--- src/hw/pdp8Pkg.sv ---
/*
  Machine types for the PDP-8 core. Bit numbers count from the LSB,
  so octal 0200 in an instruction is bit 7.
*/
package pdp8Pkg;

  typedef logic [11:0] pdp8Word;
  typedef logic [6:0] pdp8PageOffset;

  typedef enum logic [2:0] {
    opAnd, opTad, opIsz, opDca, opJms, opJmp, opIot, opOpr
  } pdp8Opcode;

  // Accumulator operation for the current cycle
  typedef enum logic [2:0] {
    accNone, accAnd, accTad, accClear, accOpr
  } accCmd;

  // Memory reference fields
  localparam int irIndBit  = 8;
  localparam int irPageBit = 7;

  // OPR group select and the CLA bit shared by both groups
  localparam int oprGroupBit  = 8;
  localparam int oprGroup3Bit = 0;
  localparam int oprCla       = 7;

  // Group 1 microcode bits
  localparam int oprCll   = 6;
  localparam int oprCma   = 5;
  localparam int oprCml   = 4;
  localparam int oprRar   = 3;
  localparam int oprRal   = 2;
  localparam int oprTwice = 1;
  localparam int oprIac   = 0;

  // Group 2 microcode bits
  localparam int oprSma      = 6;
  localparam int oprSza      = 5;
  localparam int oprSnl      = 4;
  localparam int oprRevSense = 3;
  localparam int oprHlt      = 1;

endpackage

--- src/hw/accumulatorUnit.sv ---
/*
  AC and Link with AND, TAD and the OPR microcode. Group 3 words leave
  AC and Link untouched. Skip is only meaningful for group 2 words.
*/
module accumulatorUnit (
  input  logic CLK,
  input  logic arstN,
  input  pdp8Pkg::accCmd cmd,
  input  pdp8Pkg::pdp8Word ir,
  input  pdp8Pkg::pdp8Word operand,
  output pdp8Pkg::pdp8Word ac,
  output logic link,
  output logic skip
);
  import pdp8Pkg::*;

  logic [12:0] step1, step2, step3, rotated;
  logic isGroup2;
  logic testHit;

  // Group 1 chain on {link, ac}
  always_comb begin
    step1 = {ir[oprCll] ? 1'b0 : link, ir[oprCla] ? 12'o0000 : ac};
    step2 = step1 ^ {ir[oprCml], {12{ir[oprCma]}}};
    // A carry out of AC flips Link through the 13-bit add
    step3 = step2 + 13'(ir[oprIac]);
    rotated = step3;
    if (ir[oprRal]) begin
      rotated = {step3[11:0], step3[12]};
      if (ir[oprTwice]) rotated = {rotated[11:0], rotated[12]};
    end else if (ir[oprRar]) begin
      rotated = {step3[0], step3[12:1]};
      if (ir[oprTwice]) rotated = {rotated[0], rotated[12:1]};
    end
  end

  // Group 2 tests on the old AC and Link
  assign isGroup2 = (pdp8Opcode'(ir[11:9]) == opOpr) && ir[oprGroupBit]
                    && !ir[oprGroup3Bit];
  assign testHit  = (ir[oprSma] && ac[11]) || (ir[oprSza] && ac == '0)
                    || (ir[oprSnl] && link);
  assign skip     = isGroup2 && (testHit ^ ir[oprRevSense]);

  always_ff @(posedge CLK or negedge arstN) begin
    if (!arstN) begin
      ac   <= '0;
      link <= 1'b0;
    end else begin
      case (cmd)
        accAnd:   ac <= ac & operand;
        accTad:   {link, ac} <= {link, ac} + {1'b0, operand};
        accClear: ac <= '0;
        accOpr: begin
          if (!ir[oprGroupBit])
            {link, ac} <= rotated;
          else if (!ir[oprGroup3Bit] && ir[oprCla])
            ac <= '0;
        end
        default: ;
      endcase
    end
  end

endmodule

--- config.mk ---
export PLATFORM = sky130hd
export DESIGN_NAME = accumulatorUnit
export DESIGN_NICKNAME = d
export VERILOG_FILES = /design/src/hw/pdp8Pkg.sv /design/src/hw/accumulatorUnit.sv
export SDC_FILE = /design/constraint.sdc
export NUM_CORES = 1
export LEC_CHECK = 0
export ABC_AREA = 1
export BUFFER_PORTS_ARGS = -buffer_cell sky130_fd_sc_hd__buf_4
export CAP_MARGIN = 20
export CELL_PAD_IN_SITES_DETAIL_PLACEMENT = 1
export CELL_PAD_IN_SITES_GLOBAL_PLACEMENT = 1
export CORE_MARGIN = 2
export CORE_UTILIZATION = 39
export CTS_CLUSTER_DIAMETER = 100
export DETAILED_ROUTE_END_ITERATION = 10
export PLACE_DENSITY = 0.9
export RECOVER_POWER = 25
export REMOVE_ABC_BUFFERS = 1
export SKIP_CTS_REPAIR_TIMING = 1
export SLEW_MARGIN = 20
export SYNTH_ARGS = -nofsm -noshare
export SYNTH_HDL_FRONTEND = slang
export SYNTH_SLANG_ARGS = --single-unit
--- constraint.sdc ---
create_clock -name CLK -period 2.6 [get_ports CLK]
set_input_delay 0.65 -clock CLK [delete_from_list [all_inputs] [get_ports CLK]]
set_output_delay 0.65 -clock CLK [all_outputs]
set_load 0.01 [all_outputs]
==> flow_summary.ini <==
[worst_setup_path]
path_buf_inv = 3
worstRegToRegCells = 15
r2r_slack_ps = 250
worstSetupPathType = input port to flip-flop
crit_family = simple AND/OR/NAND/NOR gates
cp-start-kind = input port
r2r_end = link$_DFFE_PN0P_
critical-path-max-stage-delay_ps = 230
critical_path.most_common_cell = nand2_1
crit_fanout = 4
slowest_stage = o21bai_1
crit_arrival_ps = 2650
r2r-start = ac[0]$_DFFE_PN0P_
critical_path.cell_chain = buf_4, inv_6, nand2_1, xor2_1, inv_1, ha_4, ha_4, nand3_4, nor2_4, nand2_2, o21bai_1, and2_4, nand2_1, nand3_1, nand3_1, o211ai_1, nand2_1
cp_data_required_time_ps = 2730
endpoint_kind = flip-flop

[routing]
viasPerCell = 5.77
drt_first_pass_iters = 5
ant_nets = 0
wire_per_inst_microns = 17.6
dr_total_vias = 3297
drtIter0Drc = 226
drc = 0
wl_microns = 10100

[global_route]
grt_max_degree = 23
overflow = 0
grt_pass1_vias = 3244
antenna_found_initial = 0
grt_pass1_wl_microns = 15600
grt_usage_pct = 26.6

[synth]
synth.most_common_cell = nand2_1
avgSynthCellArea_sq_um = 5.66
synth_top_area_share_pct = 23.7
async_reset_ff_share_pct = 100
ys_seq_area_share_pct = 12.9
ys_ff_latch = 13
synthFlopType = dfrtp_1
synth_cells = 444
yosys-top-cells-area = nand2_1 (24%), dfrtp_1 (13%), nand3_1 (11%), ha_1 (7.0%), inv_1 (6.6%)
synth_cell_types = 37
yosys.area.top_type = nand2_1
netlist_area_sq_mm = 0.00251
synth_edf_count = 0
synth_commonest_cells = nand2_1 (159), nand3_1 (54), inv_1 (44), o21ai_0 (28), a21oi_1 (26)
yosysWarnings = 0

[timing]
maxSlewViolCount = 0
timing.fmax_mhz = 397
setup_viol = 0
period_share_pct = 97.0
layout_setup_ws_ps = 78.9
relSlewSlack_pct = 46.9
finalCriticalPeriod_ps = 2520
worst_pin_slew_ps = 796
setup_tns_ps = 0
grt_setup_unrepaired = true
fin_skew_ps = 2.45
hold_viol = 0

[cts]
cts_root_buf = clkbuf_8
cts.sinks = 13
clk_pin_slew_ps = 60
numCtsBuffers = 3
cts_tree = yes
htree_levels = 1
ctsLongestPathBuffers = 2
worstSkewPairLatency_ps = 250

[finish]
drive_above_1_share_pct = 24.5
synthToLayoutAreaGrowth_pct = 26.9
n_fill_cell = 906
fin_nets = 539
n_antenna_cell = 0

[placement]
io_buffer_count = 42
globalplace.congestion = 0.963
dpl.hpwl_microns = 7530
dp_slack_ps = -198

[die]
start_util_pct = 40.0
die_area_sq_mm = 0.00710
die_width_microns = 84.3
core_sq_mm = 0.00628
io_pins = 43
rows = 29
die_y_microns = 84.3

[power]
fin_total_pwr_mw = 1.37
peakVddDrop_v = 0.000209
leakage_nw = 1.67
pwr_density_cell_mw_per_mm2 = 430

[min_path]
hp-class = input port to asynchronous set/reset pin

[flow_run]
drv_cap = 0

[outcome]
status = finished, final reports clean
[layout by cell type, fill, tap and decap left out, types with 3 or more instances in the layout]
cell type  count
o21ai_2        4
nand2_1      153
inv_1         42
clkbuf_8       3
nor2_4         5
o21ai_1        3
o211ai_1       6
xor2_1         7
inv_2          3
nand3_2       10
clkinv_1       3
nand2_2       14
ha_1          12
or2_2          3
nor2_1        17
nand3_1       48
buf_4         58
a21oi_1       24
o21ai_0       27
nor2_2         4
nand4_1        6
dfrtp_1       12
nor4_1         3
[layer usage]
metal  up-vias  track usage, %  wire (microns)
li1       1555               -               -
met4         0            6.60             222
met1      1618            34.6            4280
met2       102            47.7            5170
met5         -               0               0
met3        22            2.06             390
[registers in the layout (all words and copies together) (netlist names)]
signal,cells
link,1
ac,12
[per-stage QoR]
step / cell area [sq um] / cells / hold WS (ps) / util (%)
after floorplan: 2430 / 429 / 354 / -
after global placement: 2980 / 564 / 507 / 47.4
after detailed placement: 2980 / 564 / 509 / 47.4
after CTS: 3020 / 568 / 248 / 48.1
after global routing: 3190 / 571 / 503 / 50.8
final: 3190 / 571 / 458 / 50.8
[how the worst max path moves through the flow]
stage                               to  slack, ps  cells past startpoint       start
floorplan             link$_DFFE_PN0P_         50                     16       ir[7]
global placement     ac[8]$_DFFE_PN0P_        -40                     19       ir[7]
detailed placement  ac[10]$_DFFE_PN0P_       -200                     20  operand[0]
CTS                 ac[10]$_DFFE_PN0P_         20                     20  operand[0]
global route        ac[11]$_DFFE_PN0P_        -70                     20       ir[7]
finish                link$_DFFE_PN0P_         80                     17       ir[7]
[area by class of cell]
class,count,area [sq um],area share (%)
multi-input combinational,367,2050,64.2
timing repair buffer,61,484,15.2
sequential,13,327,10.2
inverter,49,189,5.92
tap,77,96.3,3.02
clock buffer,4,45.0,1.41
[cells by family after synthesis]
group / count (synthesis) / synth area share [%]
compound gates: 72 / 16.0
xor+xnor: 9 / 3.43
fa+ha+maj: 15 / 7.77
buf+inv: 64 / 10.6
flops: 13 / 12.9
simple gates: 271 / 49.3
[where the power goes]
group          internal (mW)  switching (mW)
Sequential             0.239          0.0733
Combinational          0.343           0.527
Clock                  0.109          0.0809
(Power assumes the default switching activity.)
