**src/hw/pdp8Pkg.sv**
```systemverilog
/*
  Machine types for the PDP-8 core. Bit numbers count from the LSB,
  so octal 0200 in an instruction is bit 7.
*/
package pdp8Pkg;

  typedef logic [11:0] pdp8Word;
  typedef logic [6:0] pdp8PageOffset;

  typedef enum logic [2:0] {
    opAnd, opTad, opIsz, opDca, opJms, opJmp, opIot, opOpr
  } pdp8Opcode;

  // Accumulator operation for the current cycle
  typedef enum logic [2:0] {
    accNone, accAnd, accTad, accClear, accOpr
  } accCmd;

  // Memory reference fields
  localparam int irIndBit  = 8;
  localparam int irPageBit = 7;

  // OPR group select and the CLA bit shared by both groups
  localparam int oprGroupBit  = 8;
  localparam int oprGroup3Bit = 0;
  localparam int oprCla       = 7;

  // Group 1 microcode bits
  localparam int oprCll   = 6;
  localparam int oprCma   = 5;
  localparam int oprCml   = 4;
  localparam int oprRar   = 3;
  localparam int oprRal   = 2;
  localparam int oprTwice = 1;
  localparam int oprIac   = 0;

  // Group 2 microcode bits
  localparam int oprSma      = 6;
  localparam int oprSza      = 5;
  localparam int oprSnl      = 4;
  localparam int oprRevSense = 3;
  localparam int oprHlt      = 1;

endpackage

```
**src/hw/memBusIf.sv**
```systemverilog
/*
  One synchronous memory port. Requests last a single cycle and read
  data is valid in the cycle after the request.
*/
interface memBusIf #(
  parameter int memAddrBits = 12
);
  import pdp8Pkg::*;

  logic req;
  logic we;
  logic [memAddrBits-1:0] addr;
  pdp8Word wdata;
  pdp8Word rdata;

  modport requester (
    output req, we, addr, wdata,
    input  rdata
  );

  modport memory (
    input  req, we, addr, wdata,
    output rdata
  );

endinterface

```
**src/hw/sequencer.sv**
```systemverilog
/*
  Instruction cycle control for the PDP-8 core. IOT and group 3 OPR run as
  no-ops, and auto-index locations behave as plain indirect words.
  Stop and HLT take effect at the end of the current instruction.
*/
module sequencer #(
  parameter int memAddrBits = 12
) (
  input  logic CLK,
  input  logic arstN,
  memBusIf.requester mem,
  input  logic startPulse,
  input  logic stopPulse,
  input  logic startPcLoad,
  input  pdp8Pkg::pdp8Word startPc,
  output logic running,
  output pdp8Pkg::pdp8Word pc,
  output pdp8Pkg::pdp8Word ir,
  output pdp8Pkg::pdp8Word operand,
  output pdp8Pkg::accCmd cmd,
  input  pdp8Pkg::pdp8Word ac,
  input  logic skip
);
  import pdp8Pkg::*;

  typedef enum logic [2:0] {
    fetch, irLoad, defer, deferLoad, exec, execLoad, writeBack
  } seqState;

  seqState state, nextState;
  pdp8Opcode opcode, loadOp;
  pdp8PageOffset offset;
  pdp8Word ea;
  pdp8Word iszData;
  logic stopReq;
  logic endInstr;
  logic haltHit;

  assign opcode  = pdp8Opcode'(ir[11:9]);
  assign loadOp  = pdp8Opcode'(mem.rdata[11:9]);
  assign offset  = mem.rdata[6:0];
  assign operand = mem.rdata;
  assign haltHit = (state == exec) && (opcode == opOpr) && ir[oprGroupBit]
                   && !ir[oprGroup3Bit] && ir[oprHlt];

  always_comb begin
    nextState = state;
    case (state)
      fetch:     if (running) nextState = irLoad;
      irLoad: begin
        // OPR and IOT have no address field to follow
        if (loadOp != opOpr && loadOp != opIot && mem.rdata[irIndBit])
          nextState = defer;
        else
          nextState = exec;
      end
      defer:     nextState = deferLoad;
      deferLoad: nextState = exec;
      exec: begin
        if (opcode == opAnd || opcode == opTad || opcode == opIsz)
          nextState = execLoad;
        else
          nextState = fetch;
      end
      execLoad:  nextState = (opcode == opIsz) ? writeBack : fetch;
      default:   nextState = fetch;
    endcase
  end

  assign endInstr = (state != fetch) && (nextState == fetch);

  // Memory requests and accumulator commands per state
  always_comb begin
    mem.req   = 1'b0;
    mem.we    = 1'b0;
    mem.addr  = ea[memAddrBits-1:0];
    mem.wdata = ac;
    cmd       = accNone;
    case (state)
      fetch: begin
        mem.req  = running;
        mem.addr = pc[memAddrBits-1:0];
      end
      defer: mem.req = 1'b1;
      exec: begin
        case (opcode)
          opAnd, opTad, opIsz: mem.req = 1'b1;
          opDca: begin
            mem.req = 1'b1;
            mem.we  = 1'b1;
            cmd     = accClear;
          end
          opJms: begin
            mem.req   = 1'b1;
            mem.we    = 1'b1;
            mem.wdata = pc;
          end
          opOpr:   cmd = accOpr;
          default: ;
        endcase
      end
      execLoad: begin
        if (opcode == opAnd) cmd = accAnd;
        if (opcode == opTad) cmd = accTad;
      end
      writeBack: begin
        mem.req   = 1'b1;
        mem.we    = 1'b1;
        mem.wdata = iszData;
      end
      default: ;
    endcase
  end

  always_ff @(posedge CLK) begin
    if (state == execLoad) iszData <= mem.rdata + 1'b1;
  end

  always_ff @(posedge CLK or negedge arstN) begin
    if (!arstN) begin
      state   <= fetch;
      running <= 1'b0;
      stopReq <= 1'b0;
      pc      <= '0;
      ir      <= '0;
      ea      <= '0;
    end else begin
      state <= nextState;
      case (state)
        irLoad: begin
          ir <= mem.rdata;
          pc <= pc + 1'b1;
          // Page of the instruction itself, before the increment lands
          ea <= {mem.rdata[irPageBit] ? pc[11:7] : 5'b0, offset};
        end
        deferLoad: ea <= mem.rdata;
        exec: begin
          if (opcode == opJmp) pc <= ea;
          if (opcode == opJms) pc <= ea + 1'b1;
          if (opcode == opOpr && skip) pc <= pc + 1'b1;
        end
        writeBack: if (iszData == '0) pc <= pc + 1'b1;
        default: ;
      endcase

      if (!running) begin
        if (startPcLoad) pc <= startPc;
        if (startPulse) running <= 1'b1;
        stopReq <= 1'b0;
      end else if (endInstr && (stopReq || stopPulse || haltHit)) begin
        running <= 1'b0;
        stopReq <= 1'b0;
      end else if (stopPulse) begin
        stopReq <= 1'b1;
      end
    end
  end

endmodule

```
**src/flat_wrapper.sv**
```systemverilog
// flat-port wrapper written by rule: the top's interface ports become plain ports
module sequencer_flat import pdp8Pkg::*;
#(
  parameter int memAddrBits = 12
)
  (CLK, arstN, startPulse, stopPulse, startPcLoad, startPc, running, pc, ir, operand, cmd, ac, skip, mem_req, mem_we, mem_addr, mem_wdata, mem_rdata);
  memBusIf #(.memAddrBits(memAddrBits)) mem_i ();
  input  logic CLK;
  input  logic arstN;
  input  logic startPulse;
  input  logic stopPulse;
  input  logic startPcLoad;
  input  pdp8Pkg::pdp8Word startPc;
  output logic running;
  output pdp8Pkg::pdp8Word pc;
  output pdp8Pkg::pdp8Word ir;
  output pdp8Pkg::pdp8Word operand;
  output pdp8Pkg::accCmd cmd;
  input  pdp8Pkg::pdp8Word ac;
  input  logic skip;
  output wire logic [$bits(mem_i.req)-1:0] mem_req;
  output wire logic [$bits(mem_i.we)-1:0] mem_we;
  output wire logic [$bits(mem_i.addr)-1:0] mem_addr;
  output wire logic [$bits(mem_i.wdata)-1:0] mem_wdata;
  input wire logic [$bits(mem_i.rdata)-1:0] mem_rdata;
  assign mem_req = mem_i.req;
  assign mem_we = mem_i.we;
  assign mem_addr = mem_i.addr;
  assign mem_wdata = mem_i.wdata;
  assign mem_i.rdata = mem_rdata;
  sequencer #(.memAddrBits(memAddrBits)) u_core (.CLK(CLK), .arstN(arstN), .mem(mem_i), .startPulse(startPulse), .stopPulse(stopPulse), .startPcLoad(startPcLoad), .startPc(startPc), .running(running), .pc(pc), .ir(ir), .operand(operand), .cmd(cmd), .ac(ac), .skip(skip));
endmodule
```
**config.mk**
```make
export PLATFORM = sky130hd
export DESIGN_NAME = sequencer_flat
export DESIGN_NICKNAME = d
export VERILOG_FILES = /design/src/hw/pdp8Pkg.sv /design/src/hw/memBusIf.sv /design/src/hw/sequencer.sv /design/src/flat_wrapper.sv
export SDC_FILE = /design/constraint.sdc
export NUM_CORES = 1
export LEC_CHECK = 0
export BUFFER_PORTS_ARGS = -buffer_cell sky130_fd_sc_hd__buf_2
export CAP_MARGIN = 0
export CORE_MARGIN = 2
export CORE_UTILIZATION = 52
export DETAILED_ROUTE_END_ITERATION = 6
export GPL_TIMING_DRIVEN = 0
export HOLD_SLACK_MARGIN = 0.02
export PLACE_DENSITY_LB_ADDON = 0.25
export SLEW_MARGIN = 20
export SYNTH_ARGS = -nofsm -noshare
export SYNTH_HDL_FRONTEND = slang
export SYNTH_SLANG_ARGS = --single-unit
export TNS_END_PERCENT = 30
```
**constraint.sdc**
```tcl
create_clock -name CLK -period 2.4 [get_ports CLK]
set_input_delay 0.36 -clock CLK [delete_from_list [all_inputs] [get_ports CLK]]
set_output_delay 0.36 -clock CLK [all_outputs]
set_load 0.05 [all_outputs]
```
==> flow_summary.json <==
{
  "syn-cell-area_mm2": 0.003526,
  "grt_usage_pct": 26.68,
  "rsz0062_at_grt": "true",
  "clk_path_buf_depth": 2,
  "ys_ff_latch": 53,
  "place.gp.congestion": 0.8905,
  "viasPerCell": 5.993,
  "layout-drive-gt1-share_pct": 38.32,
  "post_drt_wl_per_cell_um": 17.52,
  "ios": 108,
  "preCtsSetupSlack_ns": -0.02377,
  "synth.area.top_cells": "dfrtp_1 29%, edfxtp_1 10%, mux2_2 9.3%",
  "synth_area_per_cell_um2": 9.279,
  "grt-busiest-layer": "met2",
  "cts_htree_levels": 2,
  "ys.flop_type": "dfrtp_1",
  "drt_iter0_markers": 352,
  "vias": 3482,
  "max-slew-margin-rel_pct": 35.70,
  "ctsHoldBuffers": 0,
  "path_clk_slew_ns": 0.10,
  "design.die.area_mm2": 0.007455,
  "synth_top_area_share_pct": 29.10,
  "skew_ns": 0.009497,
  "rows": 30,
  "end_kind": "output port",
  "hold_path.class": "primary input to async pin",
  "netlist_instances": 380,
  "grt_first_pass_wirelength_mm": 15.59,
  "worstPathArrival_ns": 2.05,
  "powerDensity_mw_per_mm2": 1550,
  "diodes": 0,
  "setup_viol": 2,
  "use_met3_pct": 3.714,
  "nFillCells": 561,
  "grt_max_degree": 42,
  "finalHoldViolCount": 0,
  "cts-root-buf": "clkbuf_8",
  "yosysTopAreaCell": "dfrtp_1",
  "violations": "setup timing",
  "whs_ns": 0.1783,
  "hpwlAfterDp_mm": 7.279,
  "cap_viol_max_count": 0,
  "path_class": "flip-flop to output port",
  "rr_startpoint": "u_core.state[2]",
  "ys_types": 53,
  "wl_mm": 10.18,
  "required_ns": 2.04,
  "status": "finished with violations",
  "cts_tree": "yes",
  "min_period_over_period_pct": 100.2,
  "area_growth_pct": 26.15,
  "synth-edff-count": 12,
  "syn-num-nets": 425,
  "grt_antenna_before_repair": 0,
  "first_pass_iters": 5,
  "cts_buffers": 5,
  "r2r_slack_ns": 0.30,
  "fin_nets": 545,
  "reg2reg_depth": 6,
  "yosysMostFrequentCell": "nand2_1",
  "coreArea_mm2": 0.006681,
  "clkSinkCount": 53,
  "slew_viol_final": 0,
  "ir_worst_vdd_mv": 0.9750,
  "synth_common_cells": "53 x nand2_1, 41 x dfrtp_1, 29 x mux2_2, 25 x nor2_1, 23 x o21ai_0",
  "period_needed_ns": 2.406,
  "use_met1_pct": 37.19,
  "clock_latency_ns": 0.32,
  "async_reset_ff_share_pct": 77.36,
  "worst_slack_ns": -0.005747,
  "ys_seq_area_share_pct": 39.32,
  "grt-ovfl-total": 0,
  "tightest_slew_ns": 0.9645,
  "crit_start": "u_core.state[1]",
  "initial_utilization_pct": 52.77,
  "cp-start-kind": "flip-flop",
  "leakage_uw": 0.001992,
  "grt_use_met2_pct": 43.36,
  "portBuffers": 107,
  "grt_pass1_vias": 3031,
  "die_w_um": 86.35,
  "ys_warn_count": 0,
  "antenna_left": 0,
  "crit_fanout": 10,
  "setup_tns_ns": -0.008269,
  "max_freq_ghz": 0.4157,
  "die_height_um": 86.35,
  "drcViolationCount": 0
}
==> cell families after synthesis <==
| family | count (synthesis) | synth area share (%) |
|---|---|---|
| AOI/OAI and AO/OA | 84 | 14.94 |
| muxes | 31 | 9.830 |
| DFF | 53 | 39.32 |
| xor gates and xnor gates | 24 | 5.962 |
| adders and majority gates | 3 | 1.065 |
| and+or+nand+nor | 148 | 23.10 |
| buffers and inverters | 37 | 5.784 |
==> flip-flops by register name (all words and copies together) (netlist names) <==
| signal | flops |
|---|---|
| u_core.pc | 12 |
| u_core.ir | 12 |
| u_core.running | 1 |
| u_core.ea | 12 |
| u_core.iszData | 12 |
| u_core.state | 3 |
| u_core.stopReq | 1 |
==> metal layers <==
metal	vias to the layer above	part of all wire, %
li1	1613	-
met1	1664	42
met2	175	49
met3	30	6.4
met4	0	2.2
met5	-	0
==> power by group <==
group | switching (uW) | internal, uW | leakage [uW]
clock | 317 | 308 | 0.0000518
sequential | 562 | 1310 | 0.000602
combinational | 2960 | 1440 | 0.00134
total | 3830 | 3060 | 0.00199
==> layout make-up <==
type | instances | area (um2) | area share (%)
multi-input cells | 290 | 1971 | 44.30
flip-flops and latches | 53 | 1389 | 31.22
repair buffers | 113 | 644.4 | 14.49
plain buffers | 32 | 215.2 | 4.838
well taps | 80 | 100.1 | 2.250
clock buffers | 5 | 68.82 | 1.547
clock inverters | 3 | 41.29 | 0.9283
inverters | 5 | 18.77 | 0.4219
==> critical path, cell delays in order, from the launching register on <==
cell	delay (ns)
dfrtp_1	0.42
buf_6	0.16
or3b_4	0.41
nor2_4	0.17
a21oi_2	0.10
buf_6	0.16
nand2_1	0.06
nand2_1	0.06
buf_4	0.19
==> cell usage in the layout (no fill, tap or decap), types with 3 or more instances in the layout <==
master and instances:
nand4_1 5, clkbuf_1 4, nor2b_1 5, inv_1 5
nand3b_1 4, nand2b_1 4, dfrtp_1 39, ha_1 3
o21ai_0 22, edfxtp_1 12, xor2_1 8, a21oi_1 17
nand2_1 53, and3b_1 3, mux2_2 29, nor2_1 24
nor3_1 7, a22oi_1 16, and2_1 4, clkbuf_4 3
o21ai_1 3, nand3_1 13, clkbuf_8 5, clkbuf_2 3
nor4_4 3, o22ai_1 3, buf_2 101, and4_1 3
xnor2_1 16, and3_1 6, a31oi_1 9, buf_4 22
buf_6 10
==> path summary, 6_finish.rpt <==
| kind | end |
|---|---|
| setup / recovery | mem_wdata[6] |
| min in group CLK | u_core.pc[1] |
| setup reg to reg | u_core.pc[1] |
| max in group asynchronous | u_core.ir[11] |
| hold reg to reg | u_core.ir[3] |
| hold / removal | u_core.pc[11] |
==> per-stage QoR <==
| step | cell area, um2 | power, uW | instances | utilization (%) |
|---|---|---|---|---|
| after floorplan | 3526 | 4956 | 380 | - |
| after global placement | 4161 | 5906 | 567 | 62.28 |
| after detailed placement | 4161 | 5990 | 567 | 62.28 |
| after CTS | 4350 | 6702 | 576 | 65.11 |
| after global routing | 4448 | 7252 | 581 | 66.57 |
| final | 4448 | 6893 | 581 | 66.57 |
==> what timing repair did <==
item                       CTS  global route
setup buffers                1             5
setup endpoints to repair   24            21
pin swaps                    1             4
gates resized for setup     25            20
Power figures use the tool's default switching activity.
