### config.mk
export PLATFORM = sky130hd
export DESIGN_NAME = axiLiteHost_flat
export DESIGN_NICKNAME = d
export VERILOG_FILES = /design/src/hw/hostPkg.sv /design/src/hw/pdp8Pkg.sv /design/src/hw/memBusIf.sv /design/src/hw/axiLiteHost.sv /design/src/flat_wrapper.sv
export SDC_FILE = /design/constraint.sdc
export NUM_CORES = 1
export LEC_CHECK = 0
export BUFFER_PORTS_ARGS = -buffer_cell sky130_fd_sc_hd__buf_2
export CORE_UTILIZATION = 30
export CTS_CLUSTER_SIZE = 16
export DETAILED_ROUTE_END_ITERATION = 10
export GPL_TIMING_DRIVEN = 0
export PLACE_DENSITY = 0.78
export REMOVE_ABC_BUFFERS = 1
export SYNTH_ARGS = -nofsm -noshare
export SYNTH_HDL_FRONTEND = slang
export SYNTH_SLANG_ARGS = --single-unit
### constraint.sdc
create_clock -name CLK -period 1.8 [get_ports CLK]
set_input_delay 0.18 -clock CLK [delete_from_list [all_inputs] [get_ports CLK]]
set_output_delay 0.18 -clock CLK [all_outputs]
set_load 0.03 [all_outputs]
### src/hw/hostPkg.sv
/*
  Host register map and AXI4-Lite codes. Registers sit at word aligned
  offsets, the memory window holds one 12-bit word per 4 bytes.
*/
package hostPkg;

  typedef logic [15:0] hostAddr;
  typedef logic [31:0] hostData;

  localparam hostAddr regCtrl    = 16'h0000;
  localparam hostAddr regStartPc = 16'h0004;
  localparam hostAddr regStatus  = 16'h0008;
  localparam hostAddr regPc      = 16'h000C;
  localparam hostAddr regAc      = 16'h0010;
  localparam hostAddr memWindow  = 16'h4000;

  localparam int ctrlStartBit = 0;
  localparam int ctrlStopBit  = 1;
  localparam int statusRunBit = 0;
  localparam int acLinkBit    = 12;

  typedef enum logic [1:0] {
    respOkay   = 2'b00,
    respSlvErr = 2'b10
  } axiResp;

endpackage

### src/hw/pdp8Pkg.sv
/*
  Machine types for the PDP-8 core. Bit numbers count from the LSB,
  so octal 0200 in an instruction is bit 7.
*/
package pdp8Pkg;

  typedef logic [11:0] pdp8Word;
  typedef logic [6:0] pdp8PageOffset;

  typedef enum logic [2:0] {
    opAnd, opTad, opIsz, opDca, opJms, opJmp, opIot, opOpr
  } pdp8Opcode;

  // Accumulator operation for the current cycle
  typedef enum logic [2:0] {
    accNone, accAnd, accTad, accClear, accOpr
  } accCmd;

  // Memory reference fields
  localparam int irIndBit  = 8;
  localparam int irPageBit = 7;

  // OPR group select and the CLA bit shared by both groups
  localparam int oprGroupBit  = 8;
  localparam int oprGroup3Bit = 0;
  localparam int oprCla       = 7;

  // Group 1 microcode bits
  localparam int oprCll   = 6;
  localparam int oprCma   = 5;
  localparam int oprCml   = 4;
  localparam int oprRar   = 3;
  localparam int oprRal   = 2;
  localparam int oprTwice = 1;
  localparam int oprIac   = 0;

  // Group 2 microcode bits
  localparam int oprSma      = 6;
  localparam int oprSza      = 5;
  localparam int oprSnl      = 4;
  localparam int oprRevSense = 3;
  localparam int oprHlt      = 1;

endpackage

### src/hw/memBusIf.sv
/*
  One synchronous memory port. Requests last a single cycle and read
  data is valid in the cycle after the request.
*/
interface memBusIf #(
  parameter int memAddrBits = 12
);
  import pdp8Pkg::*;

  logic req;
  logic we;
  logic [memAddrBits-1:0] addr;
  pdp8Word wdata;
  pdp8Word rdata;

  modport requester (
    output req, we, addr, wdata,
    input  rdata
  );

  modport memory (
    input  req, we, addr, wdata,
    output rdata
  );

endinterface

### src/hw/axiLiteHost.sv
/*
  AXI4-Lite slave for run control and the memory window. One transaction
  at a time, writes win over reads. Control writes need wstrb[0], PC and
  memory writes need both low byte strobes or they are dropped silently.
*/
module axiLiteHost #(
  parameter int memAddrBits = 12
) (
  input  logic CLK,
  input  logic arstN,
  input  logic awvalid,
  output logic awready,
  input  hostPkg::hostAddr awaddr,
  input  logic wvalid,
  output logic wready,
  input  hostPkg::hostData wdata,
  input  logic [3:0] wstrb,
  output logic bvalid,
  input  logic bready,
  output hostPkg::axiResp bresp,
  input  logic arvalid,
  output logic arready,
  input  hostPkg::hostAddr araddr,
  output logic rvalid,
  input  logic rready,
  output hostPkg::hostData rdata,
  output hostPkg::axiResp rresp,
  memBusIf.requester mem,
  input  logic running,
  input  pdp8Pkg::pdp8Word pc,
  input  pdp8Pkg::pdp8Word ac,
  input  logic link,
  output logic startPulse,
  output logic stopPulse,
  output logic startPcLoad,
  output pdp8Pkg::pdp8Word startPc
);
  import hostPkg::*;

  localparam int winShift = memAddrBits + 2;

  typedef enum logic [2:0] {
    hIdle, hWrite, hWriteResp, hRead, hReadMem, hReadResp
  } hostState;

  hostState state;
  logic wrInWindow, rdInWindow;
  logic wordStrobe;

  assign wrInWindow = (awaddr >> winShift) == (memWindow >> winShift);
  assign rdInWindow = (araddr >> winShift) == (memWindow >> winShift);
  assign wordStrobe = &wstrb[1:0];

  assign awready = (state == hWrite);
  assign wready  = (state == hWrite);
  assign bvalid  = (state == hWriteResp);
  assign arready = (state == hRead);
  assign rvalid  = (state == hReadResp);

  // Window accesses go out during the address handshake
  always_comb begin
    mem.req   = 1'b0;
    mem.we    = 1'b0;
    mem.addr  = araddr[winShift-1:2];
    mem.wdata = wdata[11:0];
    if (state == hWrite) begin
      mem.addr = awaddr[winShift-1:2];
      mem.req  = wrInWindow && !running && wordStrobe;
      mem.we   = 1'b1;
    end else if (state == hRead) begin
      mem.req = rdInWindow && !running;
    end
  end

  always_ff @(posedge CLK or negedge arstN) begin
    if (!arstN) begin
      state       <= hIdle;
      bresp       <= respOkay;
      rresp       <= respOkay;
      rdata       <= '0;
      startPulse  <= 1'b0;
      stopPulse   <= 1'b0;
      startPcLoad <= 1'b0;
      startPc     <= '0;
    end else begin
      startPulse  <= 1'b0;
      stopPulse   <= 1'b0;
      startPcLoad <= 1'b0;
      case (state)
        hIdle: begin
          if (awvalid && wvalid) state <= hWrite;
          else if (arvalid) state <= hRead;
        end
        hWrite: begin
          state <= hWriteResp;
          bresp <= respOkay;
          if (awaddr == regCtrl) begin
            startPulse <= wstrb[0] && wdata[ctrlStartBit];
            stopPulse  <= wstrb[0] && wdata[ctrlStopBit];
          end else if (awaddr == regStartPc) begin
            if (running) begin
              bresp <= respSlvErr;
            end else if (wordStrobe) begin
              startPc     <= wdata[11:0];
              startPcLoad <= 1'b1;
            end
          end else if (!wrInWindow || running) begin
            bresp <= respSlvErr;
          end
        end
        hWriteResp: if (bready) state <= hIdle;
        hRead: begin
          state <= hReadResp;
          rresp <= respOkay;
          rdata <= '0;
          if (rdInWindow) begin
            if (running) rresp <= respSlvErr;
            else state <= hReadMem;
          end else begin
            case (araddr)
              regStartPc: rdata <= hostData'(startPc);
              regStatus:  rdata <= hostData'(running) << statusRunBit;
              regPc:      rdata <= hostData'(pc);
              regAc:      rdata <= (hostData'(link) << acLinkBit) | hostData'(ac);
              default:    rresp <= respSlvErr;
            endcase
          end
        end
        hReadMem: begin
          rdata <= hostData'(mem.rdata);
          state <= hReadResp;
        end
        hReadResp: if (rready) state <= hIdle;
        default: state <= hIdle;
      endcase
    end
  end

endmodule

### src/flat_wrapper.sv
// flat-port wrapper written by rule: the top's interface ports become plain ports
module axiLiteHost_flat import hostPkg::*;
#(
  parameter int memAddrBits = 12
)
  (CLK, arstN, awvalid, awready, awaddr, wvalid, wready, wdata, wstrb, bvalid, bready, bresp, arvalid, arready, araddr, rvalid, rready, rdata, rresp, running, pc, ac, link, startPulse, stopPulse, startPcLoad, startPc, mem_req, mem_we, mem_addr, mem_wdata, mem_rdata);
  memBusIf #(.memAddrBits(memAddrBits)) mem_i ();
  input  logic CLK;
  input  logic arstN;
  input  logic awvalid;
  output logic awready;
  input  hostPkg::hostAddr awaddr;
  input  logic wvalid;
  output logic wready;
  input  hostPkg::hostData wdata;
  input  logic [3:0] wstrb;
  output logic bvalid;
  input  logic bready;
  output hostPkg::axiResp bresp;
  input  logic arvalid;
  output logic arready;
  input  hostPkg::hostAddr araddr;
  output logic rvalid;
  input  logic rready;
  output hostPkg::hostData rdata;
  output hostPkg::axiResp rresp;
  input  logic running;
  input  pdp8Pkg::pdp8Word pc;
  input  pdp8Pkg::pdp8Word ac;
  input  logic link;
  output logic startPulse;
  output logic stopPulse;
  output logic startPcLoad;
  output pdp8Pkg::pdp8Word startPc;
  output wire logic [$bits(mem_i.req)-1:0] mem_req;
  output wire logic [$bits(mem_i.we)-1:0] mem_we;
  output wire logic [$bits(mem_i.addr)-1:0] mem_addr;
  output wire logic [$bits(mem_i.wdata)-1:0] mem_wdata;
  input wire logic [$bits(mem_i.rdata)-1:0] mem_rdata;
  assign mem_req = mem_i.req;
  assign mem_we = mem_i.we;
  assign mem_addr = mem_i.addr;
  assign mem_wdata = mem_i.wdata;
  assign mem_i.rdata = mem_rdata;
  axiLiteHost #(.memAddrBits(memAddrBits)) u_core (.CLK(CLK), .arstN(arstN), .awvalid(awvalid), .awready(awready), .awaddr(awaddr), .wvalid(wvalid), .wready(wready), .wdata(wdata), .wstrb(wstrb), .bvalid(bvalid), .bready(bready), .bresp(bresp), .arvalid(arvalid), .arready(arready), .araddr(araddr), .rvalid(rvalid), .rready(rready), .rdata(rdata), .rresp(rresp), .mem(mem_i), .running(running), .pc(pc), .ac(ac), .link(link), .startPulse(startPulse), .stopPulse(stopPulse), .startPcLoad(startPcLoad), .startPc(startPc));
endmodule
==> results.ini, run 1 <==
[final_layout]
areaGrowthSynthToFinish_pct = 42.1
design_area_um2 = 3320
layout.core_utilization_pct = 45.0
layout_net_count = 497
instances_no_fill = 484
diodes = 0
share_of_final_layout_standard_cells_stronger_than_drive_strength_1_pct = 53.2

[logic_synthesis]
ranking_of_synthesized_cells_by_area = sky130_fd_sc_hd__dfrtp_1, sky130_fd_sc_hd__buf_4, sky130_fd_sc_hd__o221ai_1
yosys_most_used_dff = sky130_fd_sc_hd__dfrtp_1
yosys.area.top_type_share_pct = 35.4
synth_area_per_cell_um2 = 9.68
count_of_flip_flops_with_a_built_in_enable_after_synthesis = 0
netlist_area_um2 = 2330
synth_async_sr_flop_share_pct = 100
synth_cells = 241
synth-seq-area-share_pct = 35.4
synth_top_area_cell = sky130_fd_sc_hd__dfrtp_1
synth_warnings = 0
ys_types = 36
yosys_register_bits = 33

[pwr]
power_density_nw_per_um2 = 1230
vdd.ir_drop.worst_uv = 364
power.static_leakage_uw = 0.00178

[timing]
fin_worst_skew_ns = 0.00869
post-route-worst-setup-slack_ns = -0.0784
maxClockFrequency_mhz = 532
finalHoldViolations = 0
max_slew_margin_pct = 47.3
post-route-period-util_pct = 104
finalSetupViolCount = 25
worst-slew-pin-transition_ns = 0.790
grt_setup_unrepaired = true
finalMaxSlewViolations = 0
final_hold_slack_ns = 0.133
finalCriticalPeriod_ns = 1.88

[placement]
place.port_buffers = 151
dp_cells = 463
placed_cell_area_um2 = 2960
detailed_place_hpwl_um = 5240
routabilityCongestion = 0.783

[critical_path]
criticalPathCategory = register to output pin
worst_setup_path_end_kind = output pin
crit_path_start_kind = register
crit_slowest_cell = sky130_fd_sc_hd__dfrtp_4
worst-path-max-fanout = 17
crit_path_cell_trace = nor3b_4, buf_12, mux2_2, buf_6
cp.arrival_ns = 1.70
cp.required_ns = 1.62
crit_path_max_incr_delay_ns = 0.50

[floorplan]
num_rows = 31
die_area_um2 = 8140
dieHeight_um = 90.2
dieWidth_um = 90.2
i_o_pin_count = 195
core_outline_area_um2 = 7370
start_util_pct = 31.7

[clocking]
clock_sinks = 33
clk_latency_ns = 0.29
cts_tree = built
worst_setup_hold_path_clk_slew_ns = 0.07
clockBufferDepth = 2
cts_made_buffers = 5
cts.htree.levels = 2
clockRootBuffer = sky130_fd_sc_hd__clkbuf_8

[routing]
finalWirelength_um = 7520
routed_wire_length_per_instance_um = 15.5
drc_errors = 0
drt_pass1_iterations = 4
viasPerCell = 4.82
vias = 2334
drt.antenna.violating_nets = 0
drt_iter0_drc = 76

[grt]
pin_count_of_the_biggest_net_entering_global_routing = 34
first_global_vias = 2355
overflow = 0
grt_pass1_wl_um = 11700
grt_antenna_before_repair = 0
grt_use_total_pct = 18.4

[status]
violated_checks = setup timing
status = finished with violations

[run]
cap_violations = 0

[worst_hold_path]
hold_path_class = input port to register

-- cells by family (layout without fill, tap and decap cells) --
kind of cell    after synthesis  in the layout  synth area share, %
compound gates               50             50                 15.1
buf+inv                      74            198                 18.3
flops                        33             33                 35.4
mux                          36             36                 18.2
other cells                   1             21                0.161
simple gates                 47             47                 12.9
-- area by class of cell --
class | instances | area, µm²
clock buffer | 7 | 86.3
clock inverter | 1 | 30.0
fill | 734 | 4050
inverter | 26 | 97.6
multi-input combinational | 154 | 1180
sequential | 33 | 832
tap | 99 | 124
timing repair buffer | 164 | 962
-- critical path, delay by kind of cell, from the launching register on --
family / cells / cell delay, ns
muxes: 1 / 0.36
buffers and inverters: 2 / 0.33
and+or+nand+nor: 1 / 0.22
DFF: 1 / 0.50
-- what timing repair did --
item | 4_1_cts | 5_1_grt
pin swaps | 3 | 1
hold buffers | 1 | 0
resized for setup | 34 | 5
setup endpoints to repair | 46 | 38
cloned | 0 | 0
setup buffers | 12 | 0
hold endpoints to repair | 7 | 0
-- synth_stat cells (2+ instances only) --
master                     count
sky130_fd_sc_hd__clkbuf_1      9
sky130_fd_sc_hd__buf_4        36
sky130_fd_sc_hd__dfrtp_1      33
sky130_fd_sc_hd__inv_1        26
sky130_fd_sc_hd__o21ai_0      19
sky130_fd_sc_hd__mux2_2       15
sky130_fd_sc_hd__mux2_4        9
sky130_fd_sc_hd__mux2i_1      12
sky130_fd_sc_hd__nand3_1       3
sky130_fd_sc_hd__and2_1        3
sky130_fd_sc_hd__nand2_1       6
sky130_fd_sc_hd__nand3b_1      2
sky130_fd_sc_hd__nand2b_1      5
sky130_fd_sc_hd__a21oi_1       3
sky130_fd_sc_hd__nor2b_1       3
sky130_fd_sc_hd__o221ai_1     23
sky130_fd_sc_hd__nor2_1        9
sky130_fd_sc_hd__nor4_1        5
sky130_fd_sc_hd__nor3_1        2
sky130_fd_sc_hd__buf_2         2
-- per-layer routing --
layer	GRT usage, %	wire length (µm)
met1	22.0	3180
met2	32.3	3810
met3	4.06	434
met4	6.05	100
met5	0	0
-- state kept, by name, summed over array words and instances, names as in the netlist --
signal / cells
u_core.state: 3
u_core.stopPulse: 1
u_core.rresp: 1
u_core.rdata: 13
u_core.startPc: 12
u_core.startPcLoad: 1
u_core.bresp: 1
u_core.startPulse: 1
-- metrics by stage --
| step | TNS (ns) | power, µW | setup WS, ns |
|---|---|---|---|
| CTS | -1.46 | 4080 | -0.0910 |
| detailed placement | -32.30 | 3000 | -1.14 |
| floorplan | -25.26 | 2360 | -1.16 |
| finish | -0.831 | 4070 | -0.0784 |
| global route | -2.65 | 4320 | -0.147 |
| global placement | -27.95 | 2950 | -1.02 |
-- cells in the final DEF (no fill, tap or decap), drive strengths merged, types with 2 or more instances in the layout --
| master | netlist | layout |
|---|---|---|
| a21oi | 3 | 3 |
| nor3 | 3 | 3 |
| nor4 | 5 | 5 |
| nand4b | 2 | 2 |
| nand3 | 3 | 3 |
| mux2 | 24 | 24 |
| o21ai | 19 | 19 |
| nor2 | 9 | 9 |
| dfrtp | 33 | 33 |
| and2 | 3 | 3 |
| nand2 | 6 | 6 |
| mux2i | 12 | 12 |
| inv | 26 | 26 |
| nor2b | 3 | 3 |
| nor3b | 2 | 2 |
| conb | 1 | 21 |
| nand2b | 5 | 5 |
| buf | 39 | 163 |
| o221ai | 23 | 23 |
| clkbuf | 9 | 7 |
| nand3b | 2 | 2 |
-- final timing paths --
path,startpoint,endpoint,slack [ns],cells after the start
max,u_core.state[1]$_DFFE_PN0P_,mem_addr[0],-0.08,4
min,wdata[0],u_core.startPulse$_DFF_PN0_,0.13,2
min reg2reg,u_core.rresp[1]$_DFFE_PN0P_,u_core.rresp[1]$_DFFE_PN0P_,0.51,1
min in group asynchronous,arstN,u_core.startPc[11]$_DFFE_PN0P_,0.51,2
max reg2reg,u_core.state[1]$_DFFE_PN0P_,u_core.startPc[0]$_DFFE_PN0P_,-0.02,6
max in group asynchronous,arstN,u_core.state[1]$_DFFE_PN0P_,0.68,2
-- where the power goes --
part | leakage [µW] | internal (µW) | switching (µW)
Sequential | 0.000436 | 916 | 143
Clock | 0.0000585 | 452 | 288
Combinational | 0.00128 | 908 | 1360
Total | 0.00178 | 2280 | 1790
No activity file was read; power rests on OpenSTA's default activity.
==> run 2, diff against run 1 <==
- CAP_MARGIN: unset -> 10
- CTS_BUF_LIST: unset -> sky130_fd_sc_hd__clkbuf_16
==> run 2 against run 1 <==
Net effect: the run ends with hold timing, setup timing left; non-clock buffer count rose by 1; sequential power barely moved; combinational power barely moved; critical path type unchanged; critical endpoint unchanged.
==> results.ini, run 2 (synthesis gave the netlist of run 1 again) <==
[critical_path]
crit_path_start_kind = register
criticalPathCategory = register to output pin
cp.required_ns = 1.62  ; about the same
crit_path_cell_trace = nor3b_4, buf_12, mux2_2, buf_6
worst-path-max-fanout = 17  ; unchanged
cp.arrival_ns = 1.68  ; -0.02 ns
crit_slowest_cell = sky130_fd_sc_hd__dfrtp_4
worst_setup_path_end_kind = output pin
crit_path_max_incr_delay_ns = 0.49  ; about the same

[placement]
placed_cell_area_um2 = 2960  ; unchanged
routabilityCongestion = 0.783  ; unchanged
dp_worst_setup_slack_ns = -1.14  ; unchanged
place.port_buffers = 151  ; unchanged
detailed_place_hpwl_um = 5240  ; unchanged

[grt]
pin_count_of_the_biggest_net_entering_global_routing = 34  ; unchanged
overflow = 0  ; unchanged
grt_antenna_before_repair = 0  ; unchanged
first_global_vias = 2336  ; -0.81%
grt_use_total_pct = 18.2  ; -0.13 points
grt_pass1_wl_um = 11700  ; -0.18%

[routing]
drt.antenna.violating_nets = 0  ; unchanged
routed_wire_length_per_instance_um = 15.4  ; -0.66%
drt_pass1_iterations = 4  ; unchanged
viasPerCell = 4.79  ; -0.72%
vias = 2322  ; -0.51%
drt_iter0_drc = 79  ; +3.9%
finalWirelength_um = 7490  ; -0.45%
drc_errors = 0  ; unchanged

[pwr]
vdd.ir_drop.worst_uv = 399  ; +9.4%
power.static_leakage_uw = 0.00180  ; +1.6%
power_density_nw_per_um2 = 1280  ; +4.5%

[timing]
maxClockFrequency_mhz = 537  ; +0.92%
finalHoldViolations = 21  ; +21
finalMaxSlewViolations = 0  ; unchanged
post-route-worst-setup-slack_ns = -0.0612  ; +0.0172 ns
max_slew_margin_pct = 47.9  ; +0.52 points
post-route-period-util_pct = 103  ; -0.96 points
worst-slew-pin-transition_ns = 0.782  ; -0.00783 ns
grt_setup_unrepaired = true
fin_worst_skew_ns = 0.00650  ; -0.00219 ns
finalCriticalPeriod_ns = 1.86  ; -0.0172 ns
finalSetupViolCount = 21  ; -16%
final_hold_slack_ns = -0.0173  ; -0.150 ns
tns_ns = -0.564  ; +0.267 ns

[clocking]
clock_sinks = 33  ; unchanged
cts_tree = built
worst_setup_hold_path_clk_slew_ns = 0.06  ; about the same
cts-hold-fix-buffers = 0  ; -1
cts.htree.levels = 2  ; unchanged
clockBufferDepth = 2  ; unchanged
clockRootBuffer = sky130_fd_sc_hd__clkbuf_16
cts_made_buffers = 5  ; unchanged
clk_latency_ns = 0.28  ; about the same

[final_layout]
design_area_um2 = 3370  ; +1.5%
final_cell_mix = sky130_fd_sc_hd__buf_2, sky130_fd_sc_hd__dfrtp_1, sky130_fd_sc_hd__inv_1
areaGrowthSynthToFinish_pct = 44.3
layout.filler_cells = 728  ; -0.82%
multi_input_area_um2 = 1180  ; unchanged
biggestRegsByFlops = u_core.rdata: 13 flops, u_core.startPc: 12 flops, u_core.state: 3 flops
diodes = 0  ; unchanged
flip_flop_count_of_the_largest_register_all_copies_and_words_added = 13  ; unchanged
most_common_cell_after_layout_fill_and_taps_aside = sky130_fd_sc_hd__buf_2
reg_area_um2 = 832  ; unchanged
share_of_final_layout_standard_cells_stronger_than_drive_strength_1_pct = 53.6  ; +0.38 points
layout_net_count = 498  ; +0.20%
max_flop_register = u_core.rdata

[floorplan]
num_rows = 31  ; unchanged
core_outline_area_um2 = 7370  ; unchanged
dieWidth_um = 90.2  ; unchanged
i_o_pin_count = 195  ; unchanged
start_util_pct = 31.7  ; unchanged
dieHeight_um = 90.2  ; unchanged
die_area_um2 = 8140  ; unchanged

[run]
cap_violations = 0  ; unchanged

[worst_hold_path]
hold_path_class = input port to async pin

[status]
violated_checks = hold timing, setup timing
status = finished with violations

[run 2: cell count changes in the layout (fill, tap and decap cells not counted), sizes merged]
cell,before,now
buf,163,165
clkbuf,7,5
clkinv,0,1
dlygate4sd3,1,0
inv,26,27
[run 2: final cells by class]
class	count	area share [%]
well taps	99	3.68
multi-input cells	154	35.2
clock inverters	3	1.11
repair buffers	165	28.7
clock buffers	5	3.71
inverters	26	2.90
flip-flops and latches	33	24.7
[run 2: what timing repair did]
item                       in CTS  in global routing
buffers inserted               14                  0
cloned                          0                  0
setup endpoints to repair      46                 38
pin swaps                       3                  1
gates resized for setup        35                  5
[run 2: metrics by stage]
| step | std cells | power [µW] | utilization, % |
|---|---|---|---|
| 5_1_grt | 485 | 4560 | 45.7 |
| 2_1_floorplan | 213 | 2360 | - |
| 3_5_place_dp | 463 | 3000 | 40.2 |
| 3_3_place_gp | 463 | 2950 | 40.2 |
| 6_report | 485 | 4310 | 45.7 |
| 4_1_cts | 485 | 4330 | 45.5 |
[run 2: report_power, final]
part           leakage, µW  total (µW)  switching [µW]  internal (µW)
logic              0.00129        2300            1370            924
clock network    0.0000826         961             318            643
registers         0.000436        1060             140            918
total              0.00180        4310            1830           2490
[run 2: path summary, 6_finish.rpt]
| kind | from | endpoint | slack [ns] | depth (start not counted) |
|---|---|---|---|---|
| worst max-delay path | u_core.state[1]$_DFFE_PN0P_ | mem_addr[0] | -0.06 | 4 |
| worst min-delay path | arstN | u_core.startPc[3]$_DFFE_PN0P_ | -0.02 | 1 |
| worst max register to register | u_core.state[1]$_DFFE_PN0P_ | u_core.startPc[10]$_DFFE_PN0P_ | -0.01 | 6 |
| worst min register to register | u_core.rresp[1]$_DFFE_PN0P_ | u_core.rresp[1]$_DFFE_PN0P_ | 0.50 | 1 |
| max in group asynchronous | arstN | u_core.state[1]$_DFFE_PN0P_ | 1.22 | 1 |
| min in group CLK | wdata[0] | u_core.startPulse$_DFF_PN0_ | 0.15 | 2 |
[run 2: layer usage]
metal	up-vias	wire, µm	GRT usage, %
met5	-	0	0
met4	0	61	4.57
met3	6	438	3.72
met2	107	3830	32.8
met1	1118	3150	22.0
li1	1091	-	-
[run 2: critical path: cells and delay by family (launching register included)]
kind | cells | cell delay (ns)
buf+inv | 2 | 0.33
mux | 1 | 0.36
simple gates | 1 | 0.22
flops | 1 | 0.49
